## src/rtl/mips_params.svh

```systemverilog
`ifndef MIPS_PARAMS_SVH
`define MIPS_PARAMS_SVH

// datapath and register file
`define MIPS_NB_DATA      32
`define MIPS_NB_REG_ADDR  5

// instruction memory, in words
`define MIPS_IMEM_DEPTH   64
`define MIPS_IMEM_AW      6

// fetch to decode buffer
`define MIPS_FB_DEPTH     2

// last word of a program
`define MIPS_HALT_WORD    32'hFFFF_FFFF

`endif

```

## src/rtl/mips_pkg.sv

```systemverilog
`default_nettype none
`include "mips_params.svh"

package mips_pkg;

    typedef enum logic [5:0] {
        OP_RTYPE = 6'b000000,
        OP_J     = 6'b000010,
        OP_JAL   = 6'b000011,
        OP_BEQ   = 6'b000100,
        OP_BNE   = 6'b000101,
        OP_ADDI  = 6'b001000,
        OP_ANDI  = 6'b001100,
        OP_ORI   = 6'b001101,
        OP_LW    = 6'b100011,
        OP_SW    = 6'b101011,
        OP_HALT  = 6'b111111  // top code, only seen in the halt word
    } opcode_e;

    typedef enum logic [5:0] {
        FN_SLL  = 6'b000000,
        FN_JR   = 6'b001000,
        FN_JALR = 6'b001001,
        FN_ADD  = 6'b100000,
        FN_SUB  = 6'b100010,
        FN_AND  = 6'b100100,
        FN_OR   = 6'b100101
    } funct_e;

    typedef enum logic [1:0] {
        ALU_ADD   = 2'b00,
        ALU_SUB   = 2'b01,
        ALU_RTYPE = 2'b10,  // operation taken from funct
        ALU_LOGIC = 2'b11
    } alu_op_e;

    typedef struct packed {
        logic [`MIPS_NB_DATA-1:0] instr;
        logic [`MIPS_NB_DATA-1:0] pc4;
    } fetch_t;

    typedef struct packed {
        logic       jump;
        logic       branch;
        logic       reg_dst;
        logic       mem2reg;
        logic       mem_read;
        logic       mem_write;
        logic       imm_flag;
        logic       sign_flag;
        logic       reg_write;
        logic [1:0] alu_src;  // 01 immediate, 10 shamt
        logic [1:0] width;    // 11 full word
        alu_op_e    alu_op;
    } ctrl_t;

    typedef struct packed {
        logic [`MIPS_NB_REG_ADDR-1:0] rs;
        logic [`MIPS_NB_REG_ADDR-1:0] rt;
        logic [`MIPS_NB_REG_ADDR-1:0] rd;
        logic [4:0]                   shamt;
        opcode_e                      opcode;
        funct_e                       funct;
        logic [`MIPS_NB_DATA-1:0]     reg_da;
        logic [`MIPS_NB_DATA-1:0]     reg_db;
        logic [`MIPS_NB_DATA-1:0]     immediate;
        logic [1:0]                   jump_case;  // 0 none, 1 branch, 2 link
        logic                         stop;
        ctrl_t                        ctrl;
    } decode_t;

    typedef struct packed {
        logic                         we;
        logic [`MIPS_NB_REG_ADDR-1:0] addr;
        logic [`MIPS_NB_DATA-1:0]     data;
    } wb_t;

    typedef struct packed {
        logic                     valid;
        logic [`MIPS_NB_DATA-1:0] target;
    } redirect_t;

endpackage

`default_nettype wire

```

## src/rtl/register_file.sv

```systemverilog
`timescale 1ns/100ps
`default_nettype none
`include "mips_params.svh"

module register_file (
    input  wire                           clk,
    input  wire                           i_rst_n,
    input  wire  mips_pkg::wb_t           i_wb,
    input  wire  [`MIPS_NB_REG_ADDR-1:0]  i_rd_addr1,
    input  wire  [`MIPS_NB_REG_ADDR-1:0]  i_rd_addr2,
    output logic [`MIPS_NB_DATA-1:0]      o_rd_data1,
    output logic [`MIPS_NB_DATA-1:0]      o_rd_data2
);

    logic [`MIPS_NB_DATA-1:0] regs [2**`MIPS_NB_REG_ADDR];

    always_ff @(posedge clk or negedge i_rst_n) begin
        if (!i_rst_n) begin
            for (int i = 0; i < 2**`MIPS_NB_REG_ADDR; i++) begin
                regs[i] <= '0;
            end
        end else if (i_wb.we && (i_wb.addr != '0)) begin
            regs[i_wb.addr] <= i_wb.data;  // r0 never written
        end
    end

    // no write-through, a same-cycle write shows on the next read
    assign o_rd_data1 = regs[i_rd_addr1];
    assign o_rd_data2 = regs[i_rd_addr2];

endmodule

`default_nettype wire

```

## config.mk

```make
export PLATFORM = sky130hd
export DESIGN_NAME = register_file
export DESIGN_NICKNAME = d
export VERILOG_FILES = /design/src/rtl/mips_pkg.sv /design/src/rtl/register_file.sv
export VERILOG_INCLUDE_DIRS = /design/src /design/src/rtl
export SDC_FILE = /design/constraint.sdc
export NUM_CORES = 2
export LEC_CHECK = 0
export ABC_AREA = 1
export BUFFER_PORTS_ARGS = -buffer_cell sky130_fd_sc_hd__buf_4
export CORE_MARGIN = 4
export CORE_UTILIZATION = 43
export CTS_BUF_LIST = sky130_fd_sc_hd__clkbuf_8
export DETAILED_ROUTE_END_ITERATION = 8
export PLACE_DENSITY = 0.62
export SYNTH_ARGS = -nofsm -noshare
export SYNTH_HDL_FRONTEND = slang
export SYNTH_SLANG_ARGS = --single-unit
```

## constraint.sdc

```tcl
create_clock -name clk -period 1.9 [get_ports clk]
set_input_delay 0.095 -clock clk [delete_from_list [all_inputs] [get_ports clk]]
set_output_delay 0.095 -clock clk [all_outputs]
set_load 0.05 [all_outputs]
```

==> impl_metrics.csv <==
group,metric,value,unit
place,place.gp.congestion,0.9080,
layout,regMostFlops,"regs",
logic_synthesis,synth.most_common_cell,"nand2_1",
layout,drive_gt1_share,15.22,%
drt,drc,0,
layout,fin_util,53.71,%
global_routing,use_met2,49.74,%
floorplanning,ios,114,
logic_synthesis,syn_inst,8270,
setup_path,crit_type,"flip-flop to primary output",
drt,drt_iter0_drc,8518,
sta,slew_violations,0,
layout,largest_reg_flops,1024,
sta,hold_ws,0.2602,ns
logic_synthesis,synthTopCellsByCount,"nand2_1 (3,731), nand3_1 (1,536), dfrtp_1 (1,024)",
sta,setup_viol,64,
floorplanning,die_w,369.2,µm
clock_tree,path_clk_slew,0.06,ns
sta,setup_tns,-21.87,ns
hold_path,hold_path.class,"input port to flip-flop",
drt,first_pass_iters,7,
logic_synthesis,synthTopCellsByArea,"dfrtp_1 (46%), nand2_1 (25%), nand3_1 (14%), o21ai_0 (7.2%), clkbuf_1 (4.5%)",
sta,setup_ws,-0.4614,ns
place,io_buffer_count,113,
global_routing,met1_usage,46.57,%
global_routing,grt_max_degree,83,
logic_synthesis,syn_area_per_cell,6.785,µm²
setup_path,crit_path_end_kind,"primary output",
outcome,outcome,"complete, but fails checks",
logic_synthesis,ys_ff_latch,1024,
floorplanning,rows,132,
sta,finalCriticalPeriod,2.361,ns
drt,ant_nets,0,
logic_synthesis,synth_flop_cell,"dfrtp_1",
global_routing,grt_busiest_layer,"met2",
setup_path,cp_max_fo,3,
logic_synthesis,yosysSeqAreaShare,45.67,%
power_and_ir_drop,power_density,976.8,mW/mm²
place,post-dp-hpwl,143100,µm
logic_synthesis,async_flop_share,100.0,%
logic_synthesis,ys_types,18,
clock_tree,clock-root-buffer,"clkbuf_8",
setup_path,crit_path_start_kind,"flip-flop",
logic_synthesis,ys_warn_count,0,
floorplanning,die_y,369.2,µm
sta,skew,0,ns
job,cap_violations,0,
sta,max_freq,0.4235,GHz
logic_synthesis,yosysTopAreaCell,"dfrtp_1",
global_routing,met3_usage,8.508,%
outcome,violations,"setup timing",
clock_tree,cts_inserted_buffers,182,
sta,rsz0062_at_grt,"true",
drt,post_drt_wl_per_cell,22.95,µm
floorplanning,core,0.1295,mm²
clock_tree,htreeDepth,4,
sta,worst_pin_slew,0.9656,ns
logic_synthesis,synth_top_area_share,45.67,%
setup_path,cp.required,1.80,ns
drt,via_per_inst,5.836,
drt,vias,60139,
logic_synthesis,synth_edf_count,0,
clock_tree,cts_sinks,1024,
sta,final-hold-violation-count,0,
clock_tree,cts_tree,"yes",
sta,slew_headroom,35.42,%
clock_tree,clk_latency,0.91,ns
global_routing,overflow,0,
layout,nNetsFinal,8461,
layout,area_delta_synth_final,23.94,%
clock_tree,clockBufferDepth,3,
power_and_ir_drop,p_leak,33.59,nW
global_routing,grt_pass1_vias,56080,
power_and_ir_drop,irDropWorstVdd,0.7748,mV
logic_synthesis,synth_fp_nets,8320,
drt,wirelength,236500,µm
global_routing,grt_use_total,33.74,%
floorplanning,fp.dieArea,0.1363,mm²
layout,reg_top3,"regs x1024",
global_routing,grt_antenna_before_repair,3,
floorplanning,start_util,43.33,%
logic_synthesis,syn_area,0.05611,mm²
sta,finalCritPeriodShare,124.3,%
global_routing,grt_pass1_wl,351900,µm
setup_path,arrival,2.27,ns
-- cell usage in the layout (no fill, tap or decap), types with 9 or more instances in the layout --
cell,n
dfrtp_1,1024
clkbuf_8,237
buf_6,19
nand3_2,96
nand2_4,73
nor3_2,9
buf_12,232
nand2_2,165
a21oi_1,160
inv_1,91
buf_8,39
dlygate4sd3_1,46
o21ai_0,807
nand3_1,1440
nand2_1,3499
buf_4,370
o21ai_1,25
nor2_1,161
clkinv_2,24
-- routing by layer --
layer	routed length, µm	share of wire, %
met1	95730	40
met2	99950	42
met3	28950	12
met4	11870	5.0
met5	13	0.0055
-- power by group --
part / total (mW) / switching, mW / internal (mW)
logic: 16.6 / 9.70 / 6.88
clock network: 21.9 / 10.1 / 11.9
registers: 29.4 / 3.46 / 25.9
-- area by class of cell --
class | instances | area, µm²
Antenna cell | 3 | 7.507
Clock buffer | 237 | 3262
Clock inverter | 95 | 593.1
Fill cell | 12413 | 59940
Inverter | 52 | 239.0
Multi-Input combinational cell | 6444 | 28930
Sequential cell | 1024 | 25620
Tap cell | 1742 | 2180
Timing Repair Buffer | 707 | 8707
-- cell families (layout without fill, tap and decap cells) --
group,Yosys count,in the layout,synth area share [%]
simple gates,5452,5452,40.08
buf+inv,802,1091,5.405
other cells,0,3,0
flops,1024,1024,45.67
compound gates,992,992,8.848
-- worst max-delay path, cell delays in order (launching register included) --
cell     delay [ns]
dfrtp_1        0.41
nand2_1        0.09
nand3_2        0.07
nand3_2        0.09
nand2_2        0.06
nand2_2        0.06
nand2_2        0.06
nand2_2        0.10
nand2_2        0.08
buf_12         0.15
buf_12         0.15
-- what timing repair did --
item,in CTS,in global routing
gates cloned,0,1
hold endpoints to repair,2016,37
setup endpoints to repair,64,190
resized for setup,342,192
buffers inserted,37,102
hold buffers,48,1
pin swaps,223,306
-- path summary, 6_finish.rpt --
kind	end	cells past startpoint	slack, ns	from
worst max-delay path	o_rd_data1[22]	10	-0.46	regs[886]
worst min-delay path	regs[303]	5	0.26	i_wb[15]
worst max register to register	regs[553]	3	0.66	regs[553]
worst min register to register	regs[1007]	0	0.40	regs[1007]
max in group asynchronous	regs[375]	5	0.13	i_rst_n
min in group asynchronous	regs[1003]	4	0.99	i_rst_n
-- through the flow --
stage,instance area [µm²],total power [mW],std cells,setup WS (ns)
floorplan,56110,38.20,8270,0.1665
global placement,62300,43.63,9789,-0.06586
detailed placement,62300,44.04,9789,-0.04016
CTS,67990,66.93,10201,-0.5259
global route,69540,71.59,10303,-0.5867
finish,69540,67.93,10304,-0.4614
Note: power is estimated with default switching activity, not from simulation.
