--- src/rtl/mips_params.svh ---
`ifndef MIPS_PARAMS_SVH
`define MIPS_PARAMS_SVH

// datapath and register file
`define MIPS_NB_DATA      32
`define MIPS_NB_REG_ADDR  5

// instruction memory, in words
`define MIPS_IMEM_DEPTH   64
`define MIPS_IMEM_AW      6

// fetch to decode buffer
`define MIPS_FB_DEPTH     2

// last word of a program
`define MIPS_HALT_WORD    32'hFFFF_FFFF

`endif

--- src/rtl/mips_pkg.sv ---
`default_nettype none
`include "mips_params.svh"

package mips_pkg;

    typedef enum logic [5:0] {
        OP_RTYPE = 6'b000000,
        OP_J     = 6'b000010,
        OP_JAL   = 6'b000011,
        OP_BEQ   = 6'b000100,
        OP_BNE   = 6'b000101,
        OP_ADDI  = 6'b001000,
        OP_ANDI  = 6'b001100,
        OP_ORI   = 6'b001101,
        OP_LW    = 6'b100011,
        OP_SW    = 6'b101011,
        OP_HALT  = 6'b111111  // top code, only seen in the halt word
    } opcode_e;

    typedef enum logic [5:0] {
        FN_SLL  = 6'b000000,
        FN_JR   = 6'b001000,
        FN_JALR = 6'b001001,
        FN_ADD  = 6'b100000,
        FN_SUB  = 6'b100010,
        FN_AND  = 6'b100100,
        FN_OR   = 6'b100101
    } funct_e;

    typedef enum logic [1:0] {
        ALU_ADD   = 2'b00,
        ALU_SUB   = 2'b01,
        ALU_RTYPE = 2'b10,  // operation taken from funct
        ALU_LOGIC = 2'b11
    } alu_op_e;

    typedef struct packed {
        logic [`MIPS_NB_DATA-1:0] instr;
        logic [`MIPS_NB_DATA-1:0] pc4;
    } fetch_t;

    typedef struct packed {
        logic       jump;
        logic       branch;
        logic       reg_dst;
        logic       mem2reg;
        logic       mem_read;
        logic       mem_write;
        logic       imm_flag;
        logic       sign_flag;
        logic       reg_write;
        logic [1:0] alu_src;  // 01 immediate, 10 shamt
        logic [1:0] width;    // 11 full word
        alu_op_e    alu_op;
    } ctrl_t;

    typedef struct packed {
        logic [`MIPS_NB_REG_ADDR-1:0] rs;
        logic [`MIPS_NB_REG_ADDR-1:0] rt;
        logic [`MIPS_NB_REG_ADDR-1:0] rd;
        logic [4:0]                   shamt;
        opcode_e                      opcode;
        funct_e                       funct;
        logic [`MIPS_NB_DATA-1:0]     reg_da;
        logic [`MIPS_NB_DATA-1:0]     reg_db;
        logic [`MIPS_NB_DATA-1:0]     immediate;
        logic [1:0]                   jump_case;  // 0 none, 1 branch, 2 link
        logic                         stop;
        ctrl_t                        ctrl;
    } decode_t;

    typedef struct packed {
        logic                         we;
        logic [`MIPS_NB_REG_ADDR-1:0] addr;
        logic [`MIPS_NB_DATA-1:0]     data;
    } wb_t;

    typedef struct packed {
        logic                     valid;
        logic [`MIPS_NB_DATA-1:0] target;
    } redirect_t;

endpackage

`default_nettype wire

--- src/rtl/fetch_buffer.sv ---
`timescale 1ns/100ps
`default_nettype none
`include "mips_params.svh"

module fetch_buffer (
    input  wire                     clk,
    input  wire                     i_rst_n,
    input  wire                     i_flush,
    input  wire                     i_valid,
    input  wire  mips_pkg::fetch_t  i_data,
    output logic                    o_ready,
    output logic                    o_valid,
    output mips_pkg::fetch_t        o_data,
    input  wire                     i_ready
);

    mips_pkg::fetch_t                   mem [`MIPS_FB_DEPTH];
    logic [$clog2(`MIPS_FB_DEPTH)-1:0]  wr_ptr;
    logic [$clog2(`MIPS_FB_DEPTH)-1:0]  rd_ptr;
    logic [$clog2(`MIPS_FB_DEPTH):0]    count;
    logic                               push;
    logic                               pop;

    assign o_ready = (count != `MIPS_FB_DEPTH);
    assign o_valid = (count != 0);
    assign o_data  = mem[rd_ptr];
    assign push    = i_valid && o_ready;
    assign pop     = o_valid && i_ready;

    always_ff @(posedge clk) begin
        if (push && !i_flush) begin
            mem[wr_ptr] <= i_data;
        end
    end

    always_ff @(posedge clk or negedge i_rst_n) begin
        if (!i_rst_n) begin
            wr_ptr <= '0;
            rd_ptr <= '0;
            count  <= '0;
        end else if (i_flush) begin
            // wrong-path words, a push in this cycle included
            wr_ptr <= '0;
            rd_ptr <= '0;
            count  <= '0;
        end else begin
            if (push) wr_ptr <= wr_ptr + 1'b1;
            if (pop)  rd_ptr <= rd_ptr + 1'b1;
            if (push && !pop) begin
                count <= count + 1'b1;
            end else if (pop && !push) begin
                count <= count - 1'b1;
            end
        end
    end

    // full buffer takes no push, empty buffer gives no pop
    assert property (@(posedge clk) disable iff (!i_rst_n)
        (count == `MIPS_FB_DEPTH && !pop && !i_flush) |=> (count == `MIPS_FB_DEPTH && $stable(o_data)))
        else $error("push into full buffer");

    assert property (@(posedge clk) disable iff (!i_rst_n)
        (count == 0 && !push) |=> (count == 0))
        else $error("pop from empty buffer");

endmodule

`default_nettype wire

--- config.mk ---
export PLATFORM = sky130hd
export DESIGN_NAME = fetch_buffer
export DESIGN_NICKNAME = d
export VERILOG_FILES = /design/src/rtl/mips_pkg.sv /design/src/rtl/fetch_buffer.sv
export VERILOG_INCLUDE_DIRS = /design/src /design/src/rtl
export SDC_FILE = /design/constraint.sdc
export NUM_CORES = 1
export LEC_CHECK = 0
export BUFFER_PORTS_ARGS = -buffer_cell sky130_fd_sc_hd__buf_2
export CORE_MARGIN = 2
export CORE_UTILIZATION = 55
export CTS_CLUSTER_SIZE = 24
export DETAILED_ROUTE_END_ITERATION = 7
export PLACE_DENSITY_LB_ADDON = 0.25
export SETUP_SLACK_MARGIN = 0.1
export SLEW_MARGIN = 30
export SYNTH_ARGS = -nofsm -noshare
export SYNTH_HDL_FRONTEND = slang
export SYNTH_SLANG_ARGS = --single-unit
--- constraint.sdc ---
create_clock -name clk -period 17.5 [get_ports clk]
set_input_delay 1.75 -clock clk [delete_from_list [all_inputs] [get_ports clk]]
set_output_delay 1.75 -clock clk [all_outputs]
set_load 0.02 [all_outputs]
==> results.md <==
- Area of the multi-input gates: between 800 and 900 sq um
- GPL Wtd Cong: about 0.75
- First-pass GRT wire length: around 13000 um
- Crit-path slowest cell: dfrtp_2
- RSZ-0062 raised after global routing: no
- Worst reg-to-reg path cell count: 5
- HPWL after detailed placement: roughly 5000 um
- WP data arrival: 2.42 ns
- Vias in the first global route: about 2.7k
- Worst Skew: around 0.0055 ns
- Largest net degree at the start of global routing: 62
- Status: finished clean
- Post-Syn Area per Cell: roughly 22 sq um
- Pint: ~0.00065 W
- Max-cap violations: 0
- Post-synth EDFFs: 128
- CORE AREA: about 0.0086 sq mm
- Post-Synthesis Cells: 225
- PwrDens: about 130 mW/mm^2
- DR iter-0 viols: 108
- Max-Slew Margin vs Limit: roughly 45%
- Leakage power: about 2.4 nW
- Placed Area: 0.005635 sq mm
- Ys flop type: edfxtp_1
- Asr flop ratio synth: slightly above 3%
- CTS tree: done
- Seq/Total Area, Yosys: about 80%
- Ant diodes: 0
- Synth top area cells: edfxtp_1 79%, mux2_2 15%, dfrtp_1 2.1%
- Period utilisation layout: a little under a quarter
- Most frequent cells in the layout: 134 x buf_2, 128 x edfxtp_1, 64 x mux2_2
- Net Switching: around 0.00017 W
- H-tree depth: 4
- Met1 Use GR: 21.30%
- Hold Crit Class: reg2reg
- GRT Total Usage: 17.95%
- Drt pass-1 iters: 4
- Final setup TNS: 0 ns
- Net Sw Frac: between 20% and 30%
- Starting Density: a little under three fifths
- Clk pin slew, worst setup/hold paths: ~0.06 ns
- Simple-gate share of the synthesized area: under 10%
- Yosys reg bits: 132
- Initial antenna violation count: 0
- Slew Viols, Final: 0
- Max Freq: between 200 and 250 MHz
- Clock tree sinks: 132
- Synth Area in XOR/XNOR: less than 1%
- Hold Fails Final Rpt: 0
- Cell Area, Synth: between 0.004 and 0.005 sq mm
- Die area: roughly 0.0096 sq mm
- Reg2reg start: count[1]
- Reg2reg end: mem[1][25]
- Num rows: 34
- Worst Setup Start Kind: register
- Final setup viols: 0
- Sequential group share of total power: 44.7%
- Commonest non-fill, non-tap cell in the layout: buf_2
- WL final: 8373 um
- M3 GR Usage: roughly 8%
- Proportion of layout cells with a drive suffix above 1: 60.88%
- FILL cells: around 560
- Hold buffer count at CTS: 0
- Mux contribution to synthesized area: 15.09%
- Reg area: approximately 0.004 sq mm
- Chip width: roughly 100 um
- Synth Area in Compound Gates: less than 1%
- Clk_lat worst skew: around 0.50 ns
- Syn nets: 294
- Worst-path cell chain: buf_4 > mux2_2 > buf_2
- Routed Antenna Nets: 0
- Adder-cell area share of the yosys netlist: 0%
- Part of the power in combinational logic: 8.4%
- Drt via density: roughly 5.3
- Largest buffer count on any clock path: 2
- IO Port Bufs: around 130
- CTS root buffer: clkbuf_8
- Met2 Track Usage GR: slightly below 30%
- Gr busiest metal: met2
- CP Data Required Time: 15.75 ns
- FF-to-FF setup slack: roughly 15 ns
- CP Max Fanout: 38
- DRC: 0
- Crit. Startpoint: rd_ptr
- Post-CTS Repair Setup Buffers: 0
- Clock power share: 46.9%
- Nets: 443
- Post-route cell area: 0.006284 sq mm
- Vias post-DR: between 2k and 3k
- CP endpoint: o_data[14]
- CTS resizes: 0
- Element type at the critical path end: output pin
- I/O Pins: 135
- Yosys top cell area share: between 70% and 80%
- Main combinational cell family by area after synthesis: multiplexers
- Critical path type: reg2out
- Yosys top cell by area: edfxtp_1
- Die H: 97.84 um
- Slowest stage delay, CP: between 0.7 and 0.8 ns
- Fin crit period: ~4.2 ns
- Netlist cell types: 21
- GR Overflow Total: 0
- TritonCTS buffer count: 17
- Worst-Margin Slew: around 0.83 ns
- Synth warn: 0
- Syn-to-layout area delta: 29.73%
- Routed wire per std cell: 16.95 um
- Worst vdd ir: roughly 110 uV
cells by family (layout without fill, tap and decap cells):
logic type / count (synthesis) / count (layout)
multiplexers: 65 / 65
flip-flops: 132 / 132
XOR/XNOR: 1 / 1
AO/OA/AOI/OAI: 8 / 8
AND/OR/NAND/NOR: 10 / 10
buffers and inverters: 9 / 170
per-stage QoR:
stage / total power, W / util (%) / worst slack (ns) / hold WS, ns / std cells
floorplan: 0.0004152 / - / 10.42 / 0.5295 / 225
global placement: 0.0004387 / 65.26 / 13.81 / 0.5745 / 463
detailed placement: 0.0004403 / 65.26 / 13.80 / 0.5878 / 463
CTS: 0.0008248 / 72.76 / 13.27 / 0.6092 / 494
global route: 0.0008424 / 72.76 / 13.21 / 0.6562 / 494
finish: 0.0008170 / 72.76 / 13.33 / 0.6181 / 494
synthesized netlist by cell type (all sizes together), types with 2 or more instances:
| cell type | n |
|---|---|
| a21oi | 4 |
| buf | 7 |
| dfrtp | 4 |
| edfxtp | 128 |
| inv | 2 |
| mux2 | 64 |
| nor3b | 2 |
| o21ai | 2 |
| or2 | 2 |
power groups by stage:
stage	logic (W)	clock network, W	registers, W
floorplan	0.0000452	0	0.000370
global placement	0.0000676	0	0.000371
detailed placement	0.0000686	0	0.000372
CTS	0.0000692	0.000390	0.000365
global route	0.0000732	0.000403	0.000366
finish	0.0000686	0.000383	0.000365
per-layer routing:
metal	up-vias	part of all wire, %
met3	9	8.6
met2	106	50
met1	1293	41
met5	-	0
li1	1191	-
met4	0	0.67
how the worst min path moves through the flow:
stage	from	end	slack (ns)	depth (start not counted)
floorplan	wr_ptr	wr_ptr	0.53	2
global route	wr_ptr	wr_ptr	0.66	2
finish	wr_ptr	wr_ptr	0.62	2
detailed placement	wr_ptr	wr_ptr	0.59	2
global placement	wr_ptr	wr_ptr	0.57	2
CTS	wr_ptr	wr_ptr	0.61	2
critical path: cells and delay by family, from the launching register on:
kind / cells / cell delay, ns
flip-flops: 1 / 0.77
multiplexers: 1 / 0.41
buffers and inverters: 2 / 0.74
sequential cells by signal, summed over array words and instances, names as in the netlist:
signal / cells
mem: 128
wr_ptr: 1
rd_ptr: 1
count: 2
area by class of cell:
class                           instances  area share (%)
Clock inverter                         13           3.664
Multi-Input combinational cell         84           13.60
Sequential cell                       132           62.78
Timing Repair Buffer                  137           11.03
Clock buffer                           18           6.651
Tap cell                              108           2.151
Inverter                                2          0.1195
Note: power is estimated with default switching activity, not from simulation.
