[config.mk]
export PLATFORM = sky130hd
export DESIGN_NAME = instr_fetch
export DESIGN_NICKNAME = d
export VERILOG_FILES = /design/src/rtl/mips_pkg.sv /design/src/rtl/instr_fetch.sv
export VERILOG_INCLUDE_DIRS = /design/src /design/src/rtl
export SDC_FILE = /design/constraint.sdc
export NUM_CORES = 2
export LEC_CHECK = 0
export ABC_CLOCK_PERIOD_IN_PS = 2400
export BUFFER_PORTS_ARGS = -buffer_cell sky130_fd_sc_hd__buf_2
export CAP_MARGIN = 30
export CORE_MARGIN = 1
export CORE_UTILIZATION = 56
export DETAILED_ROUTE_END_ITERATION = 10
export PLACE_DENSITY = 0.73
export SYNTH_ARGS = -nofsm -noshare
export SYNTH_HDL_FRONTEND = slang
export SYNTH_SLANG_ARGS = --single-unit
[constraint.sdc]
create_clock -name clk -period 2.4 [get_ports clk]
set_input_delay 0.24 -clock clk [delete_from_list [all_inputs] [get_ports clk]]
set_output_delay 0.24 -clock clk [all_outputs]
set_load 0.02 [all_outputs]
[src/rtl/mips_params.svh]
`ifndef MIPS_PARAMS_SVH
`define MIPS_PARAMS_SVH

// datapath and register file
`define MIPS_NB_DATA      32
`define MIPS_NB_REG_ADDR  5

// instruction memory, in words
`define MIPS_IMEM_DEPTH   64
`define MIPS_IMEM_AW      6

// fetch to decode buffer
`define MIPS_FB_DEPTH     2

// last word of a program
`define MIPS_HALT_WORD    32'hFFFF_FFFF

`endif

[src/rtl/mips_pkg.sv]
`default_nettype none
`include "mips_params.svh"

package mips_pkg;

    typedef enum logic [5:0] {
        OP_RTYPE = 6'b000000,
        OP_J     = 6'b000010,
        OP_JAL   = 6'b000011,
        OP_BEQ   = 6'b000100,
        OP_BNE   = 6'b000101,
        OP_ADDI  = 6'b001000,
        OP_ANDI  = 6'b001100,
        OP_ORI   = 6'b001101,
        OP_LW    = 6'b100011,
        OP_SW    = 6'b101011,
        OP_HALT  = 6'b111111  // top code, only seen in the halt word
    } opcode_e;

    typedef enum logic [5:0] {
        FN_SLL  = 6'b000000,
        FN_JR   = 6'b001000,
        FN_JALR = 6'b001001,
        FN_ADD  = 6'b100000,
        FN_SUB  = 6'b100010,
        FN_AND  = 6'b100100,
        FN_OR   = 6'b100101
    } funct_e;

    typedef enum logic [1:0] {
        ALU_ADD   = 2'b00,
        ALU_SUB   = 2'b01,
        ALU_RTYPE = 2'b10,  // operation taken from funct
        ALU_LOGIC = 2'b11
    } alu_op_e;

    typedef struct packed {
        logic [`MIPS_NB_DATA-1:0] instr;
        logic [`MIPS_NB_DATA-1:0] pc4;
    } fetch_t;

    typedef struct packed {
        logic       jump;
        logic       branch;
        logic       reg_dst;
        logic       mem2reg;
        logic       mem_read;
        logic       mem_write;
        logic       imm_flag;
        logic       sign_flag;
        logic       reg_write;
        logic [1:0] alu_src;  // 01 immediate, 10 shamt
        logic [1:0] width;    // 11 full word
        alu_op_e    alu_op;
    } ctrl_t;

    typedef struct packed {
        logic [`MIPS_NB_REG_ADDR-1:0] rs;
        logic [`MIPS_NB_REG_ADDR-1:0] rt;
        logic [`MIPS_NB_REG_ADDR-1:0] rd;
        logic [4:0]                   shamt;
        opcode_e                      opcode;
        funct_e                       funct;
        logic [`MIPS_NB_DATA-1:0]     reg_da;
        logic [`MIPS_NB_DATA-1:0]     reg_db;
        logic [`MIPS_NB_DATA-1:0]     immediate;
        logic [1:0]                   jump_case;  // 0 none, 1 branch, 2 link
        logic                         stop;
        ctrl_t                        ctrl;
    } decode_t;

    typedef struct packed {
        logic                         we;
        logic [`MIPS_NB_REG_ADDR-1:0] addr;
        logic [`MIPS_NB_DATA-1:0]     data;
    } wb_t;

    typedef struct packed {
        logic                     valid;
        logic [`MIPS_NB_DATA-1:0] target;
    } redirect_t;

endpackage

`default_nettype wire

[src/rtl/instr_fetch.sv]
`timescale 1ns/100ps
`default_nettype none
`include "mips_params.svh"

module instr_fetch (
    input  wire                        clk,
    input  wire                        i_rst_n,
    input  wire                        i_start,
    input  wire                        i_load_we,
    input  wire  [`MIPS_IMEM_AW-1:0]   i_load_addr,
    input  wire  [`MIPS_NB_DATA-1:0]   i_load_data,
    input  wire  mips_pkg::redirect_t  i_redirect,
    output logic                       o_valid,
    output mips_pkg::fetch_t           o_fetch,
    input  wire                        i_ready
);

    logic [`MIPS_NB_DATA-1:0] imem [`MIPS_IMEM_DEPTH];
    logic [`MIPS_NB_DATA-1:0] pc;
    logic                     run;

    // program load, only while the pipeline is held
    always_ff @(posedge clk) begin
        if (i_load_we && !i_start) begin
            imem[i_load_addr] <= i_load_data;
        end
    end

    always_ff @(posedge clk or negedge i_rst_n) begin
        if (!i_rst_n) begin
            run <= 1'b0;
            pc  <= '0;
        end else begin
            if (i_start) begin
                run <= 1'b1;  // stays set until reset
            end
            if (i_redirect.valid) begin
                pc <= i_redirect.target;
            end else if (o_valid && i_ready) begin
                pc <= pc + 4;
            end
        end
    end

    assign o_valid       = run;
    assign o_fetch.instr = imem[pc[`MIPS_IMEM_AW+1:2]];  // word index, byte offset dropped
    assign o_fetch.pc4   = pc + 4;

    // a stalled word may only change through a redirect
    assert property (@(posedge clk) disable iff (!i_rst_n)
        (o_valid && !i_ready && !i_redirect.valid) |=> (o_valid && $stable(o_fetch)))
        else $error("fetch payload changed while stalled");

endmodule

`default_nettype wire

==> results.md <==
Status:
- The run finished, with violations left.
- The final reports fail on negative setup slack.

Power and ir drop:
- The worst ir drop on vdd is 0.866 mV.
- The power density over cell area is roughly 830 mW/mm².
- The analysis attributes to net switching a power of approximately 19 mW.
- The design draws 80.1 mW.
- Internal power comes to between 60 and 70 mW.
- Combinational logic burns roughly an eighth of the power.
- The static leakage is between 30 and 40 nW.
- Net switching is 23.4% of the power.
- Sequential cells account for between 50% and 60% of the total power.
- The clock group share of total power is a little under two fifths.

GRT:
- The wire length of the first global-routing pass is ~300000 µm.
- The total global-route track usage is between 20 and 30%.
- The number of global-route vias before repair came to about 43000.
- Global routing finished with a remaining overflow of 0.
- The number of antenna violations at the first check in global routing is 13.
- Entering global routing, the biggest net connects 65 pins.

Worst setup path:
- The required time of the worst setup path is about 2.2 ns.
- The kind of start point of the critical path is a register.
- Walking the worst path, the cells encountered are buf_12 -> buf_12 -> buf_12 -> mux4_2 -> mux4_2 -> nor2_4 -> o21ai_0 -> buf_4 -> buf_2.
- The type of destination of the critical path is a primary output.
- The slowest stage of the critical path is the mux4_2 cell.
- The type of the worst setup path is register to primary output.
- The cell seen most often among critical-path stages is buf_12.
- In this run the worst path has a maximum fanout of 12.
- The category of cells accounting for the largest share of critical-path delay is multiplexers.
- The worst path buffer plus inverter count is 5.
- Data on the critical path arrives at its endpoint at ~3.5 ns.
- The largest stage delay on the critical path is about 0.55 ns.

Synthesis:
- In the synthesized netlist the dominant register cell turns out to be edfxtp_1.
- The area share of the largest cell type after synthesis is 76.6%.
- In the post-synthesis netlist, the biggest area contributors are edfxtp_1, mux4_2, mux2i_1, dfrtp_1, nor2_1.
- Counting instances in the post-synthesis netlist gives the leading cell types as edfxtp_1, mux4_2, nor2_1.
- Summed over all instances, the cell type with the most area after synthesis is edfxtp_1.
- The synthesized instance count is 3600.
- The sequential fraction of the synthesis area is around 78%.
- Synthesis instantiated just over 50 different standard cells from the library.
- In this run the cell area of the synthesized design comes to between 0.08 and 0.09 mm².
- By instance count, the leading cell after synthesis is edfxtp_1.
- The synthesized flop and latch total is around 2100.
- Of all flip-flops after synthesis, the portion carrying an async set or reset was roughly 1.6%.
- Counting flops with a built-in enable in the synthesized netlist gives around 2000.
- The post-synth net total is between 3000 and 4000.
- Dividing the synthesized area by the synthesized cell count gives 22.3 µm².
- The yosys synthesis warning count is 0.

Place:
- The weighted congestion at the end of routability-driven global placement is around 0.85.
- The placed wire-length estimate after detailed placement is between 100000 and 150000 µm.
- During placement, the flow inserted port buffers numbering 140.

CTS:
- The TritonCTS clock tree is built.
- After clock tree synthesis, the clock-pin slew on the worst setup and hold paths is roughly 0.070 ns.
- The clock tree buffer depth is 3.
- The TritonCTS buffer count is approximately 200.
- The number of sinks driven by the clock tree is roughly 2100.
- The clock tree synthesis step divided the H-tree into 4 levels.
- The tree is rooted in a clkbuf_16.
- The source-to-sink clock delay at the later pin of the worst-skew pair is approximately 0.84 ns.

Layout:
- The post-route netlist has a little under two fifths of its cells at a drive strength greater than 1.
- The area growth from synthesis to layout is 20.7%.
- The post-layout net count is between 4000 and 5000.

Routing:
- The routed length on met2 is 102000 µm.
- After detailed routing, the average wire length per cell comes to around 33 µm.
- The met3 routed wirelength is approximately 25000 µm.
- For this block, the routed nets add up to around 210000 µm of wire.
- The post-route DRC violation count is 0.
- The top layer used by detailed routing is met5.
- The number of vias per cell is between 6 and 7.
- The length of routed wiring on met1 is between 70000 and 80000 µm.
- The residual antenna-violating net count after detailed routing is 0.
- The pre-antenna-repair detailed-routing pass consisted of 6 iterations.
- Summing over every cut layer, the via total after detailed routing is between 40000 and 50000.
- After the first detailed-routing iteration, the DRC count stood at 5225.

Floorplan:
- The total number of placement rows is around 140.
- The die covers about 0.14 mm².
- During I/O placement, the number of pins put on the boundary was around 140.
- The core box area is around 0.14 mm².
- The vertical die dimension is 381 µm.
- From left edge to right edge, the die measures ~380 µm.
- The initial core utilization is between 50 and 60%.

Timing:
- The max-slew violation count is 0.
- Setup repair after global routing could not meet its margin everywhere.
- The headroom to the max-slew limit is a little under a third.
- Across the routed clock network, the largest skew measured is 0.0420 ns.
- The transition at the pin with the smallest max-transition slack is 1.03 ns.
- The number of hold violations in the final report is 0.
- Based on the critical path, the design can be clocked at up to 265 MHz.
- Dividing the final minimum period by the clock period gives 157%.
- Counting I/O delays and the setup requirement, the final critical path takes roughly 3.8 ns.
- Once routing completed, OpenROAD measured the worst setup slack at -1.37 ns.
- The count of endpoints failing setup in the final report is between 70 and 80.
- Hold is met by between 0.06 and 0.07 ns.

Flow run:
- Max-cap violations in this run came to 0.

Min path:
- The tightest min-delay check is of the input pin to register type.
==> final cells by class <==
cell class / instances / area (µm²)
flip-flops and latches: 2081 / 62300
fillers: 8424 / 45100
multi-input cells: 1310 / 18200
repair buffers: 741 / 7890
clock buffers: 238 / 5080
well taps: 1890 / 2360
clock inverters: 123 / 933
inverters: 7 / 26.3
diodes: 7 / 17.5
==> sequential cells by signal (all words and copies together), names as in the netlist <==
name / flops
imem: 2048
pc: 32
o_valid: 1
==> metrics by stage <==
stage          utilization, %  area (µm²)  worst slack, ns  std cells  TNS [ns]
2_1_floorplan               -       80300           -0.469       3600   -329.75
3_3_place_gp             62.1       88200           -0.935       5891    -24.68
3_5_place_dp             62.2       88200           -0.954       5894    -25.37
4_1_cts                  67.7       96100            -1.39       6351    -70.81
5_1_grt                  68.2       96800            -1.43       6394    -77.02
6_report                 68.2       96900            -1.37       6397    -69.24
==> cells by family after synthesis <==
| logic type | Yosys count | share of synthesized area [%] |
|---|---|---|
| DFF | 2081 | 77.6 |
| muxes | 679 | 16.9 |
| and+or+nand+nor | 370 | 2.13 |
| buffers and inverters | 209 | 1.11 |
| AOI/OAI and AO/OA | 208 | 1.65 |
| xor gates and xnor gates | 52 | 0.567 |
| adders and majority gates | 1 | 0.0156 |
==> routing by layer <==
metal / global-route usage [%] / up-vias
li1: - / 16700
met5: 0 / -
met4: 10.8 / 12
met3: 7.78 / 465
met2: 46.1 / 2803
met1: 39.7 / 21700
==> power groups by stage <==
stage | clock, mW | sequential [mW] | combinational, mW
2_1_floorplan | 0 | 40.9 | 5.00
3_3_place_gp | 0 | 41.0 | 9.02
3_5_place_dp | 0 | 41.0 | 9.14
4_1_cts | 29.6 | 40.2 | 10.0
5_1_grt | 31.0 | 40.2 | 10.9
6_report | 29.4 | 40.2 | 10.4
==> path summary, 6_finish.rpt <==
check                                   from               endpoint  slack (ns)  cells after the start
max                        pc[2]$_DFFE_PN0N_            o_fetch[53]       -1.37                      9
min                          i_load_data[20]  imem[2][20]$_DFFE_PP_        0.07                      1
max reg2reg                pc[2]$_DFFE_PN0N_     pc[30]$_DFFE_PN0N_       -0.42                      9
min reg2reg                pc[0]$_DFFE_PN0P_      pc[0]$_DFFE_PN0P_        0.52                      1
max in group asynchronous            i_rst_n      pc[7]$_DFFE_PN0N_        1.62                      2
min in group asynchronous            i_rst_n      pc[2]$_DFFE_PN0N_        0.10                      2
==> cell usage in the layout, fill, tap and decap left out, types with 23 or more instances in the layout <==
cell and count:
a22oi_1 33, nand4_1 31, nand2_1 110, a21oi_1 24, nor2_4 72, clkinv_2 39
nand3_1 28, buf_6 30, buf_12 138, dlygate4sd3_1 64, a22oi_2 23, clkinv_1 53
edfxtp_1 2048, mux2_2 34, clkbuf_1 41, buf_4 362, dfrtp_1 27, xnor2_1 28
mux4_2 536, clkbuf_16 202, nor2_1 37, buf_2 110, o21ai_0 44, mux2i_1 98
==> what timing repair did <==
| item | CTS | global route |
|---|---|---|
| cloned | 10 | 5 |
| resized for setup | 189 | 84 |
| hold buffers | 63 | 1 |
| endpoints found under the setup margin | 78 | 82 |
| pin swaps | 34 | 29 |
| setup buffers | 25 | 33 |
| endpoints found under the hold margin | 507 | 24 |
Power figures use the tool's default switching activity.
