### src/rtl/mips_params.svh
`ifndef MIPS_PARAMS_SVH
`define MIPS_PARAMS_SVH

// datapath and register file
`define MIPS_NB_DATA      32
`define MIPS_NB_REG_ADDR  5

// instruction memory, in words
`define MIPS_IMEM_DEPTH   64
`define MIPS_IMEM_AW      6

// fetch to decode buffer
`define MIPS_FB_DEPTH     2

// last word of a program
`define MIPS_HALT_WORD    32'hFFFF_FFFF

`endif

### src/rtl/mips_pkg.sv
`default_nettype none
`include "mips_params.svh"

package mips_pkg;

    typedef enum logic [5:0] {
        OP_RTYPE = 6'b000000,
        OP_J     = 6'b000010,
        OP_JAL   = 6'b000011,
        OP_BEQ   = 6'b000100,
        OP_BNE   = 6'b000101,
        OP_ADDI  = 6'b001000,
        OP_ANDI  = 6'b001100,
        OP_ORI   = 6'b001101,
        OP_LW    = 6'b100011,
        OP_SW    = 6'b101011,
        OP_HALT  = 6'b111111  // top code, only seen in the halt word
    } opcode_e;

    typedef enum logic [5:0] {
        FN_SLL  = 6'b000000,
        FN_JR   = 6'b001000,
        FN_JALR = 6'b001001,
        FN_ADD  = 6'b100000,
        FN_SUB  = 6'b100010,
        FN_AND  = 6'b100100,
        FN_OR   = 6'b100101
    } funct_e;

    typedef enum logic [1:0] {
        ALU_ADD   = 2'b00,
        ALU_SUB   = 2'b01,
        ALU_RTYPE = 2'b10,  // operation taken from funct
        ALU_LOGIC = 2'b11
    } alu_op_e;

    typedef struct packed {
        logic [`MIPS_NB_DATA-1:0] instr;
        logic [`MIPS_NB_DATA-1:0] pc4;
    } fetch_t;

    typedef struct packed {
        logic       jump;
        logic       branch;
        logic       reg_dst;
        logic       mem2reg;
        logic       mem_read;
        logic       mem_write;
        logic       imm_flag;
        logic       sign_flag;
        logic       reg_write;
        logic [1:0] alu_src;  // 01 immediate, 10 shamt
        logic [1:0] width;    // 11 full word
        alu_op_e    alu_op;
    } ctrl_t;

    typedef struct packed {
        logic [`MIPS_NB_REG_ADDR-1:0] rs;
        logic [`MIPS_NB_REG_ADDR-1:0] rt;
        logic [`MIPS_NB_REG_ADDR-1:0] rd;
        logic [4:0]                   shamt;
        opcode_e                      opcode;
        funct_e                       funct;
        logic [`MIPS_NB_DATA-1:0]     reg_da;
        logic [`MIPS_NB_DATA-1:0]     reg_db;
        logic [`MIPS_NB_DATA-1:0]     immediate;
        logic [1:0]                   jump_case;  // 0 none, 1 branch, 2 link
        logic                         stop;
        ctrl_t                        ctrl;
    } decode_t;

    typedef struct packed {
        logic                         we;
        logic [`MIPS_NB_REG_ADDR-1:0] addr;
        logic [`MIPS_NB_DATA-1:0]     data;
    } wb_t;

    typedef struct packed {
        logic                     valid;
        logic [`MIPS_NB_DATA-1:0] target;
    } redirect_t;

endpackage

`default_nettype wire

### src/rtl/instruction_decode.sv
`timescale 1ns/100ps
`default_nettype none
`include "mips_params.svh"

module instruction_decode (
    input  wire                           clk,
    input  wire                           i_rst_n,
    input  wire                           i_valid,
    input  wire  mips_pkg::fetch_t        i_fetch,
    output logic                          o_ready,
    output logic [`MIPS_NB_REG_ADDR-1:0]  o_rd_addr1,
    output logic [`MIPS_NB_REG_ADDR-1:0]  o_rd_addr2,
    input  wire  [`MIPS_NB_DATA-1:0]      i_rd_data1,
    input  wire  [`MIPS_NB_DATA-1:0]      i_rd_data2,
    output mips_pkg::opcode_e             o_opcode,
    output mips_pkg::funct_e              o_funct,
    input  wire  mips_pkg::ctrl_t         i_ctrl,
    output mips_pkg::redirect_t           o_redirect,
    output logic                          o_dec_valid,
    output mips_pkg::decode_t             o_dec,
    input  wire                           i_dec_ready,
    output logic                          o_stop
);

    logic [`MIPS_NB_DATA-1:0] instr;
    logic [`MIPS_NB_DATA-1:0] pc4;
    logic [`MIPS_NB_DATA-1:0] imm_ext;
    logic [`MIPS_NB_DATA-1:0] target;
    logic                     taken;
    logic [1:0]               jump_case;
    logic                     is_halt;
    logic                     is_link;
    logic                     accept;
    mips_pkg::decode_t        d_next;

    assign instr      = i_fetch.instr;
    assign pc4        = i_fetch.pc4;
    assign o_opcode   = mips_pkg::opcode_e'(instr[31:26]);
    assign o_funct    = mips_pkg::funct_e'(instr[5:0]);
    assign o_rd_addr1 = instr[25:21];
    assign o_rd_addr2 = instr[20:16];
    assign is_halt    = (instr == `MIPS_HALT_WORD);
    assign is_link    = (o_opcode == mips_pkg::OP_JAL) ||
                        (o_opcode == mips_pkg::OP_RTYPE && o_funct == mips_pkg::FN_JALR);

    assign imm_ext = i_ctrl.sign_flag ? {{(`MIPS_NB_DATA-16){instr[15]}}, instr[15:0]}
                                      : {{(`MIPS_NB_DATA-16){1'b0}}, instr[15:0]};

    // output slot free or draining, and no halt seen yet
    assign o_ready = !o_stop && (!o_dec_valid || i_dec_ready);
    assign accept  = i_valid && o_ready;

    // branch and jump resolution
    always_comb begin
        taken     = 1'b0;
        target    = pc4 + (imm_ext << 2);
        jump_case = 2'd0;
        if (i_ctrl.jump || i_ctrl.branch) begin
            case (o_opcode)
                mips_pkg::OP_RTYPE: begin  // jr, jalr
                    taken  = 1'b1;
                    target = i_rd_data1;
                    if (o_funct == mips_pkg::FN_JALR) jump_case = 2'd2;
                end
                mips_pkg::OP_BEQ: begin
                    taken = (i_rd_data1 == i_rd_data2);
                    if (taken) jump_case = 2'd1;
                end
                mips_pkg::OP_BNE: begin
                    taken = (i_rd_data1 != i_rd_data2);
                    if (taken) jump_case = 2'd1;
                end
                mips_pkg::OP_J, mips_pkg::OP_JAL: begin
                    taken  = 1'b1;
                    target = {pc4[`MIPS_NB_DATA-1:`MIPS_NB_DATA-4], instr[25:0], 2'b00};
                    if (o_opcode == mips_pkg::OP_JAL) jump_case = 2'd2;
                end
                default: taken = 1'b0;
            endcase
        end
    end

    assign o_redirect.valid  = accept && taken;
    assign o_redirect.target = target;

    always_comb begin
        d_next.rs        = o_rd_addr1;
        d_next.rt        = o_rd_addr2;
        d_next.rd        = instr[15:11];
        d_next.shamt     = instr[10:6];
        d_next.opcode    = o_opcode;
        d_next.funct     = o_funct;
        d_next.reg_da    = i_rd_data1;
        d_next.reg_db    = i_rd_data2;
        d_next.immediate = imm_ext;
        d_next.jump_case = jump_case;
        d_next.stop      = is_halt;
        d_next.ctrl      = i_ctrl;
        if (is_link) begin
            // link value is built downstream as pc4 + 4
            d_next.reg_da = pc4;
            d_next.reg_db = 4;
            d_next.rs     = '0;
            if (o_opcode == mips_pkg::OP_JAL) d_next.rt = '1;  // r31
        end
    end

    always_ff @(posedge clk or negedge i_rst_n) begin
        if (!i_rst_n) begin
            o_dec_valid <= 1'b0;
            o_stop      <= 1'b0;
        end else begin
            if (accept) begin
                o_dec_valid <= 1'b1;
            end else if (i_dec_ready) begin
                o_dec_valid <= 1'b0;
            end
            if (accept && is_halt) o_stop <= 1'b1;  // sticky until reset
        end
    end

    always_ff @(posedge clk) begin
        if (accept) begin
            o_dec <= d_next;
        end
    end

    // held record stays put until the consumer takes it
    assert property (@(posedge clk) disable iff (!i_rst_n)
        (o_dec_valid && !i_dec_ready) |=> (o_dec_valid && $stable(o_dec)))
        else $error("decode record changed under back-pressure");

endmodule

`default_nettype wire

### config.mk
export PLATFORM = sky130hd
export DESIGN_NAME = instruction_decode
export DESIGN_NICKNAME = d
export VERILOG_FILES = /design/src/rtl/mips_pkg.sv /design/src/rtl/instruction_decode.sv
export VERILOG_INCLUDE_DIRS = /design/src /design/src/rtl
export SDC_FILE = /design/constraint.sdc
export NUM_CORES = 1
export LEC_CHECK = 0
export BUFFER_PORTS_ARGS = -buffer_cell sky130_fd_sc_hd__buf_4
export CORE_AREA = 2 2 140 142
export DETAILED_ROUTE_END_ITERATION = 10
export DIE_AREA = 0 0 142 144
export GPL_TIMING_DRIVEN = 0
export PLACE_DENSITY_LB_ADDON = 0.2
export SYNTH_ARGS = -nofsm -noshare
export SYNTH_HDL_FRONTEND = slang
export SYNTH_SLANG_ARGS = --single-unit
### constraint.sdc
create_clock -name clk -period 5.6 [get_ports clk]
set_clock_uncertainty 0.2 [all_clocks]
set_input_delay 1.12 -clock clk [delete_from_list [all_inputs] [get_ports clk]]
set_output_delay 1.12 -clock clk [all_outputs]
set_load 0.005 [all_outputs]
==> results.ini <==
[status]
status=complete, no violations

[logic_synthesis]
avgSynthCellArea_um2=10.52
syn_inst=712
ys_seq_elements=118
synthFlopType=edfxtp_1
netlist_top_cells_count=nand2_1, edfxtp_1, buf_4
synth_seq_area_share=0.4718
synth.yosys.warnings=0
netlist_area_um2=7488
synth_cell_type_count=79
post-synth-top-count-cell=nand2_1
synth_area_leaders=edfxtp_1, nand2_1, buf_4, xnor2_1, and3_1
synth_edf_count=116
synth_top_area_frac=0.4652
synth_fp_nets=876
synth_largest_area_cell=edfxtp_1
async_flop_share=0.01695

[critical_path]
cp.required_ns=4.28
cp-end-kind=primary output
reg2reg_slack_ns=3.34
path_cells=buf_4 > ha_1 > fa_1 > a21o_1 > a221o_1 > a21oi_2 > o31ai_4 > nor2b_1 > or3_1 > nand3_1 > buf_4
reg2reg_from=o_stop
max_stage_delay_ns=0.42
slowest_stage=fa_1
start_kind=input pin
crit_family=compound AO/OA/AOI/OAI gates
worstPathBufferInverterCount=2
arrival_ns=3.81
path_max_fanout=7
ff2ff_path_depth=4
r2r_end=o_dec[89]
path_class=input pin to primary output
cp_common_cell=buf_4

[layout]
final_nets=1239
layout.cells.non_filler=1326
n_antenna_cell=0
areaGrowthSynthToFinish_pct=46.88
filler_cell_count=1743
layout-drive-gt1-share=0.4347

[global_routing]
grt.overflow.total=0
grt_pass1_wl_um=41740
grt_use_total=0.2796
grt_max_degree=76
antenna_found_initial=0
grt_pass1_vias=6692

[pwr]
combinationalPowerShare=0.229
clkPwrFrac=0.401
netSwitchingFraction=0.2722
p_int_mw=2.079
seqPwrFrac=0.370
peakVddDrop_v=0.0002084
power.total_mw=2.857
p_leak_nw=4.827
pwr_density_cell_nw_per_um2=259.7
power_switching_mw=0.7777

[routing]
wire_per_inst_um=22.05
first_pass_iters=5
vias=7193
via_per_inst=5.425
drcViolationCount=0
ant_nets=0
first_iter_violations=528
wl_um=29230

[sta]
fin_crit_sh=0.9169
rsz0062_at_grt=false
setup_viol=0
hold_viol=0
slew_violations=0
max_freq_mhz=194.8
slew_headroom=0.4057
min_period_ns=5.135
worst_pin_slew_ns=0.8915

[cts]
post_cts_buffers=0
cts_tree=yes
numCtsBuffers=17
cts_root_buf=clkbuf_16
clockBufferDepth=2
ctsResizeCount=0
cts_sinks=118
insertion_delay_ns=0.42
htree_levels=4
cts_hold_buffers=0
clkTransAtPathRegs_ns=0.06

[die]
num_rows=51
num_io_pins=351
core_um2=19080
dieHeight_um=144
die_area_um2=20450
initial_core_util=0.3925
die_w_um=142

[placed_design]
io_buffers=343
place_congestion=0.9056
dp_hpwl_um=23240
dp_cells=1294

[job]
drv_cap=0

[hold_path]
min_path_type=input pin to asynchronous set/reset pin

==> how the worst max path moves through the flow <==
stage                     start             end  slack (ns)  cells after the start
global route        i_fetch[32]  o_redirect[28]        0.36                     11
global placement    i_dec_ready       o_dec[33]       -0.15                      5
detailed placement  i_fetch[32]  o_redirect[24]        0.49                     11
CTS                 i_fetch[32]  o_redirect[24]        0.48                     11
floorplan            i_fetch[2]  o_redirect[24]        1.01                      9
finish              i_fetch[32]  o_redirect[28]        0.47                     11
==> logic make-up after synthesis <==
| logic type | Yosys count | share of synthesized area |
|---|---|---|
| flops | 118 | 0.4718 |
| compound gates | 136 | 0.1335 |
| fa+ha+maj | 17 | 0.02941 |
| xor+xnor | 57 | 0.06667 |
| mux | 10 | 0.01470 |
| buf+inv | 102 | 0.09791 |
| simple gates | 272 | 0.1860 |
==> registers in the layout, indices dropped and copies added (netlist names) <==
register,flops
o_dec,116
o_dec_valid,1
o_stop,1
==> cell type report <==
class	instances	area (µm²)	share of cell area
clock buffers	18	429.2	0.03902
clock inverters	14	176.4	0.01604
inverters	12	52.55	0.004778
well taps	238	297.8	0.02707
multi-input cells	492	3222	0.2929
flip-flops and latches	118	3533	0.3212
repair buffers	344	2603	0.2366
plain buffers	90	685.7	0.06234
==> power groups by stage <==
stage | registers, mW | clock network (mW) | logic [mW]
4_1_cts | 1.06 | 1.16 | 0.653
6_report | 1.06 | 1.14 | 0.654
3_5_place_dp | 1.08 | 0 | 0.651
2_1_floorplan | 1.09 | 0 | 0.271
5_1_grt | 1.06 | 1.19 | 0.702
3_3_place_gp | 1.08 | 0 | 0.643
==> worst reg2reg max path, delay by kind of cell (launching register included) <==
kind / cells / cell delay [ns]
buffers and inverters: 2 / 0.78
DFF: 1 / 0.40
AOI/OAI and AO/OA: 1 / 0.27
and+or+nand+nor: 1 / 0.24
==> metrics by stage <==
step | hold WS [ns] | area, µm² | setup slack, ns | TNS, ns | util
floorplan | 0.2726 | 7488 | 1.009 | 0 | -
global placement | 0.2925 | 10360 | -0.1522 | -17.16 | 0.5431
detailed placement | 0.2995 | 10390 | 0.4890 | 0 | 0.5448
CTS | 0.2546 | 11000 | 0.4850 | 0 | 0.5765
global route | 0.2582 | 11000 | 0.3590 | 0 | 0.5765
finish | 0.2689 | 11000 | 0.4652 | 0 | 0.5765
==> per-layer routing <==
metal,track usage,up-vias,routed length (µm)
met3,0.06954,43,2495
met5,0,-,0
met2,0.4701,379,14360
li1,-,3333,-
met4,0.09000,0,728
met1,0.3550,3438,11660
==> placed cells by master (no fill, tap or decap), types with 16 or more instances in the layout <==
cell,instances
a21oi_1,23
a22oi_1,19
and3_1,43
buf_4,398
clkbuf_1,17
clkbuf_16,17
edfxtp_1,116
ha_1,16
nand2_1,119
nand4_1,20
nor2_1,23
o22ai_1,20
xnor2_1,45
No activity file was read; power rests on OpenSTA's default activity.
