--- src/rtl/mips_params.svh ---
`ifndef MIPS_PARAMS_SVH
`define MIPS_PARAMS_SVH

// datapath and register file
`define MIPS_NB_DATA      32
`define MIPS_NB_REG_ADDR  5

// instruction memory, in words
`define MIPS_IMEM_DEPTH   64
`define MIPS_IMEM_AW      6

// fetch to decode buffer
`define MIPS_FB_DEPTH     2

// last word of a program
`define MIPS_HALT_WORD    32'hFFFF_FFFF

`endif

--- src/rtl/mips_pkg.sv ---
`default_nettype none
`include "mips_params.svh"

package mips_pkg;

    typedef enum logic [5:0] {
        OP_RTYPE = 6'b000000,
        OP_J     = 6'b000010,
        OP_JAL   = 6'b000011,
        OP_BEQ   = 6'b000100,
        OP_BNE   = 6'b000101,
        OP_ADDI  = 6'b001000,
        OP_ANDI  = 6'b001100,
        OP_ORI   = 6'b001101,
        OP_LW    = 6'b100011,
        OP_SW    = 6'b101011,
        OP_HALT  = 6'b111111  // top code, only seen in the halt word
    } opcode_e;

    typedef enum logic [5:0] {
        FN_SLL  = 6'b000000,
        FN_JR   = 6'b001000,
        FN_JALR = 6'b001001,
        FN_ADD  = 6'b100000,
        FN_SUB  = 6'b100010,
        FN_AND  = 6'b100100,
        FN_OR   = 6'b100101
    } funct_e;

    typedef enum logic [1:0] {
        ALU_ADD   = 2'b00,
        ALU_SUB   = 2'b01,
        ALU_RTYPE = 2'b10,  // operation taken from funct
        ALU_LOGIC = 2'b11
    } alu_op_e;

    typedef struct packed {
        logic [`MIPS_NB_DATA-1:0] instr;
        logic [`MIPS_NB_DATA-1:0] pc4;
    } fetch_t;

    typedef struct packed {
        logic       jump;
        logic       branch;
        logic       reg_dst;
        logic       mem2reg;
        logic       mem_read;
        logic       mem_write;
        logic       imm_flag;
        logic       sign_flag;
        logic       reg_write;
        logic [1:0] alu_src;  // 01 immediate, 10 shamt
        logic [1:0] width;    // 11 full word
        alu_op_e    alu_op;
    } ctrl_t;

    typedef struct packed {
        logic [`MIPS_NB_REG_ADDR-1:0] rs;
        logic [`MIPS_NB_REG_ADDR-1:0] rt;
        logic [`MIPS_NB_REG_ADDR-1:0] rd;
        logic [4:0]                   shamt;
        opcode_e                      opcode;
        funct_e                       funct;
        logic [`MIPS_NB_DATA-1:0]     reg_da;
        logic [`MIPS_NB_DATA-1:0]     reg_db;
        logic [`MIPS_NB_DATA-1:0]     immediate;
        logic [1:0]                   jump_case;  // 0 none, 1 branch, 2 link
        logic                         stop;
        ctrl_t                        ctrl;
    } decode_t;

    typedef struct packed {
        logic                         we;
        logic [`MIPS_NB_REG_ADDR-1:0] addr;
        logic [`MIPS_NB_DATA-1:0]     data;
    } wb_t;

    typedef struct packed {
        logic                     valid;
        logic [`MIPS_NB_DATA-1:0] target;
    } redirect_t;

endpackage

`default_nettype wire

--- src/rtl/control_unit.sv ---
`timescale 1ns/100ps
`default_nettype none

module control_unit (
    input  wire  mips_pkg::opcode_e  i_opcode,
    input  wire  mips_pkg::funct_e   i_funct,
    output mips_pkg::ctrl_t          o_ctrl
);

    always_comb begin
        o_ctrl = '0;  // unknown codes and halt
        case (i_opcode)
            mips_pkg::OP_RTYPE: begin
                case (i_funct)
                    mips_pkg::FN_ADD, mips_pkg::FN_SUB, mips_pkg::FN_AND, mips_pkg::FN_OR: begin
                        o_ctrl.reg_dst   = 1'b1;
                        o_ctrl.reg_write = 1'b1;
                        o_ctrl.alu_op    = mips_pkg::ALU_RTYPE;
                    end
                    mips_pkg::FN_SLL: begin
                        o_ctrl.reg_dst   = 1'b1;
                        o_ctrl.reg_write = 1'b1;
                        o_ctrl.alu_src   = 2'b10;  // shift by shamt
                        o_ctrl.alu_op    = mips_pkg::ALU_RTYPE;
                    end
                    mips_pkg::FN_JR: begin
                        o_ctrl.jump = 1'b1;
                    end
                    mips_pkg::FN_JALR: begin
                        o_ctrl.jump      = 1'b1;
                        o_ctrl.reg_dst   = 1'b1;
                        o_ctrl.reg_write = 1'b1;  // link into rd
                        o_ctrl.alu_op    = mips_pkg::ALU_ADD;
                    end
                    default: o_ctrl = '0;
                endcase
            end
            mips_pkg::OP_ADDI: begin
                o_ctrl.imm_flag  = 1'b1;
                o_ctrl.sign_flag = 1'b1;
                o_ctrl.reg_write = 1'b1;
                o_ctrl.alu_src   = 2'b01;
                o_ctrl.alu_op    = mips_pkg::ALU_ADD;
            end
            mips_pkg::OP_ANDI, mips_pkg::OP_ORI: begin
                o_ctrl.imm_flag  = 1'b1;  // zero-extended
                o_ctrl.reg_write = 1'b1;
                o_ctrl.alu_src   = 2'b01;
                o_ctrl.alu_op    = mips_pkg::ALU_LOGIC;
            end
            mips_pkg::OP_LW: begin
                o_ctrl.imm_flag  = 1'b1;
                o_ctrl.sign_flag = 1'b1;
                o_ctrl.mem_read  = 1'b1;
                o_ctrl.mem2reg   = 1'b1;
                o_ctrl.reg_write = 1'b1;
                o_ctrl.alu_src   = 2'b01;
                o_ctrl.width     = 2'b11;
                o_ctrl.alu_op    = mips_pkg::ALU_ADD;
            end
            mips_pkg::OP_SW: begin
                o_ctrl.imm_flag  = 1'b1;
                o_ctrl.sign_flag = 1'b1;
                o_ctrl.mem_write = 1'b1;
                o_ctrl.alu_src   = 2'b01;
                o_ctrl.width     = 2'b11;
                o_ctrl.alu_op    = mips_pkg::ALU_ADD;
            end
            mips_pkg::OP_BEQ, mips_pkg::OP_BNE: begin
                o_ctrl.branch    = 1'b1;
                o_ctrl.sign_flag = 1'b1;  // signed word offset
                o_ctrl.alu_op    = mips_pkg::ALU_SUB;
            end
            mips_pkg::OP_J: begin
                o_ctrl.jump = 1'b1;
            end
            mips_pkg::OP_JAL: begin
                o_ctrl.jump      = 1'b1;
                o_ctrl.reg_write = 1'b1;  // link into r31
                o_ctrl.alu_op    = mips_pkg::ALU_ADD;
            end
            default: o_ctrl = '0;
        endcase
    end

endmodule

`default_nettype wire

--- config.mk ---
export PLATFORM = sky130hd
export DESIGN_NAME = control_unit
export DESIGN_NICKNAME = d
export VERILOG_FILES = /design/src/rtl/mips_pkg.sv /design/src/rtl/control_unit.sv
export VERILOG_INCLUDE_DIRS = /design/src /design/src/rtl
export SDC_FILE = /design/constraint.sdc
export NUM_CORES = 1
export LEC_CHECK = 0
export ABC_AREA = 1
export ABC_CLOCK_PERIOD_IN_PS = 1300
export BUFFER_PORTS_ARGS = -buffer_cell sky130_fd_sc_hd__buf_2
export CELL_PAD_IN_SITES_DETAIL_PLACEMENT = 1
export CELL_PAD_IN_SITES_GLOBAL_PLACEMENT = 1
export CORE_AREA = 2 2 39 41
export DETAILED_ROUTE_END_ITERATION = 6
export DIE_AREA = 0 0 41 43
export PLACE_DENSITY_LB_ADDON = 0.08
export SETUP_SLACK_MARGIN = 0.5
export SLEW_MARGIN = 5
export SYNTH_ARGS = -nofsm -noshare
export SYNTH_HDL_FRONTEND = slang
export SYNTH_SLANG_ARGS = --single-unit
--- constraint.sdc ---
create_clock -name vclk -period 1.3
set_clock_uncertainty 0.2 [all_clocks]
set_input_delay 0.065 -clock vclk [all_inputs]
set_output_delay 0.065 -clock vclk [all_outputs]
set_load 0.05 [all_outputs]
==> results by stage <==
Run status:
- The run finished with clean final reports.

Route:
- Using the TritonRoute via totals, the vias-per-cell ratio works out to between 5 and 6.
- Dividing the detail-routed wire length by the instance count gives roughly 20 µm.
- Summed over all layers, the routed wires come to between 2000 and 2500 µm.
- For this block, the initial DRC count from the detailed router was 11.
- The detailed-routing iteration count for the pre-antenna-repair pass is 2.
- The number of nets with antenna violations after detailed routing is 0.
- The number of remaining DRC errors is 0.
- The via total after detailed routing is approximately 600.

Worst hold path:
- The instance count along the most critical hold path is 4.
- The min-delay analysis places its worst path in the category in2out.

Global routing:
- For this run, the total global-route usage over all layers was measured as 22.0%.
- The number of antenna violations at the first check in global routing was 0.
- The most congested layer reported by global routing is met2.
- The overall overflow remaining after global route is 0.
- The largest net degree at the start of global routing is 5.
- Global routing consumed, on the met2 layer, 41.6% of the routing resources.
- The global-route wire length before repair is between 2000 and 3000 µm.
- The met1 layer usage reported by global route is between 20% and 30%.
- The met3 layer usage reported by global route is under 10%.
- The via count of the first global-routing pass came to about 570.

Place:
- Detailed placement ended at an HPWL of around 1100 µm.
- In this run the tool buffered the top-level ports with 27 buffer cells.
- The cell area after placement is ~750 µm².
- Routability-driven placement finished with a final weighted congestion of about 0.67.
- The number of placed cells counting well taps is roughly 110.

Worst setup path:
- The destination of the critical timing path is o_ctrl[1].
- STA puts the critical path data arrival time at slightly below 1000 ps.
- The maximum fanout count along the critical path is 3.
- The critical path starts at i_opcode[3].
- The endpoint type of the worst setup path is a primary output.
- The kind of launch point of the worst setup path is an input pin.
- At the worst endpoint, the required time is between 1000 and 1500 ps.
- The critical path is of the in2out type.

Yosys:
- The number of nets in the synthesized netlist is between 70 and 80.
- The synthesized netlist cell count is between 60 and 70.
- Summing the sequential cell areas from Yosys gives 0% of the chip area.
- During synthesis, Yosys emitted a total of 0 warnings.
- After synthesis, the netlist uses 13 different library cells.
- A synthesized cell averages approximately 4.7 µm².
- The combined area of all synthesized cells is ~310 µm².

Flow run:
- The total of max-cap violations is 0.

Timing:
- The worst slew margin relative to its limit is about 90%.
- The final critical path time including I/O delays and setup is between 1000 and 1500 ps.
- The final critical path takes up roughly 96% of the cycle.
- Setup repair after global routing could not meet its margin everywhere.
- The transition time at the pin with the least slew margin is around 190 ps.
- The maximum achievable frequency is about 800 MHz.
- The final count of pins violating max slew is 0.
- The final setup violation count is 0.
- In the final timing run, aggregate negative setup slack is 0 ps.
- The number of hold violations in the final report is 0.

Layout:
- The number of sequential cells is 0.
- The library cells used most frequently in the layout, excluding fill and tap cells, are 14 x sky130_fd_sc_hd__buf_6, 12 x sky130_fd_sc_hd__buf_8, 11 x sky130_fd_sc_hd__nor2_4, 10 x sky130_fd_sc_hd__nand2_4.
- The layout overhead on the synthesized area is 235%.
- The layout has 0 clock buffers.
- Of the cells placed in the final design, the portion with a size suffix greater than 1 is about 83%.
- The number of antenna diodes in the final layout is 0.
- Measured on the finished design, the core utilization comes to approximately 74%.
- The finished cells cover ~1000 µm².
- The sequential standard cell area is 0 µm².
- The filler cells instantiated in the layout total ~130.
- The post-layout net count is 117.
- For this run, the number of standard cells in the final layout without fillers is between 100 and 150.
- The library cell used most frequently in the layout, excluding fill and tap cells, is sky130_fd_sc_hd__buf_6.

Floorplanning:
- The floorplan step set the die width to between 40 and 50 µm.
- The floorplan has 14 rows.
- In this run the count of I/O pins placed on the die edge is 27.
- From bottom edge to top edge, the die measures ~43 µm.
- The die area is roughly 1800 µm².
- The initial utilization of the core area, before any placement, comes to 22.2%.
- The total area inside the core boundary comes to 1380 µm².

Power and ir drop:
- The worst-case IR drop observed on VDD is 0.152 mV.
- The share of total power dissipated in sequential elements is 0%.
- The share of total power in combinational logic is 100.0%.
- Power spread over the standard cell area amounts to 273 nW/µm².
- The switching part of the total power is between 50% and 60%.
- The completed layout was analyzed and its total power is between 200 and 300 µW.
- The leakage component of the power is between 0.5 and 0.6 nW.
- The switching component of the power is 161 µW.
- The internal cell power is 119 µW.
- Per report_power, the clock group accounts for 0% of the total.

CTS:
- The post-cts hold buffer count is 0.
[power by group through the flow]
| stage | sequential [mW] | combinational, mW | clock [mW] |
|---|---|---|---|
| after floorplan | 0 | 0.117 | 0 |
| after global placement | 0 | 0.193 | 0 |
| after detailed placement | 0 | 0.198 | 0 |
| after CTS | 0 | 0.243 | 0 |
| after global routing | 0 | 0.293 | 0 |
| final | 0 | 0.280 | 0 |
[final cells by class]
class | instances | area [µm²] | area share, %
Inverter | 12 | 77.6 | 7.56
Multi-Input combinational cell | 51 | 475 | 46.3
Tap cell | 16 | 20.0 | 1.95
Timing Repair Buffer | 40 | 453 | 44.1
[worst min-delay path by stage]
stage / from / end / slack, ps
2_1_floorplan: i_opcode[5] / o_ctrl[10] / 90
3_3_place_gp: i_funct[0] / o_ctrl[5] / 390
3_5_place_dp: i_funct[0] / o_ctrl[5] / 390
4_1_cts: i_opcode[5] / o_ctrl[11] / 320
5_1_grt: i_opcode[1] / o_ctrl[11] / 360
6_report: i_opcode[1] / o_ctrl[11] / 340
[synthesized netlist by cell type]
cell	n	area share (%)
sky130_fd_sc_hd__nor2_4	2	7.3
sky130_fd_sc_hd__nand2_1	17	21
sky130_fd_sc_hd__o21ai_0	2	3.3
sky130_fd_sc_hd__buf_4	2	4.9
sky130_fd_sc_hd__o21ai_2	1	2.9
sky130_fd_sc_hd__nor2_2	4	8.2
sky130_fd_sc_hd__nor2_1	13	16
sky130_fd_sc_hd__nand2_2	5	10
sky130_fd_sc_hd__inv_1	10	12
sky130_fd_sc_hd__nand3_1	4	6.5
sky130_fd_sc_hd__nor3_1	2	3.3
sky130_fd_sc_hd__nand4_1	1	2.0
sky130_fd_sc_hd__inv_2	2	2.4
[kinds of logic after synthesis]
group           Yosys count  synth area share, %
buf+inv                  14                 19.6
compound gates            3                 6.12
simple gates             48                 74.3
[through the flow]
stage,setup slack [ps],hold slack [ps]
after floorplan,28.4,89.4
after detailed placement,-72.5,394
after global placement,-38.5,389
after CTS,56.7,322
final,54.5,338
after global routing,16.6,358
[routing by layer]
metal | wire [µm] | vias to the layer above
li1 | - | 269
met1 | 854 | 294
met2 | 1340 | 28
met3 | 91 | 8
met4 | 61 | 0
met5 | 0 | -
[critical path, cell delays in order]
cell	delay [ps]
sky130_fd_sc_hd__buf_8	100
sky130_fd_sc_hd__nor2_4	130
sky130_fd_sc_hd__nand2_2	100
sky130_fd_sc_hd__nor2_4	200
sky130_fd_sc_hd__nand2_4	130
sky130_fd_sc_hd__o21ai_4	90
sky130_fd_sc_hd__buf_6	170
[what timing repair did]
| item | in CTS | in global routing |
|---|---|---|
| setup buffers | 1 | 4 |
| setup endpoints to repair | 15 | 15 |
| resized for setup | 60 | 12 |
| endpoints found under the hold margin | 0 | 0 |
| pin swaps | 12 | 10 |
Power figures use the tool's default switching activity.
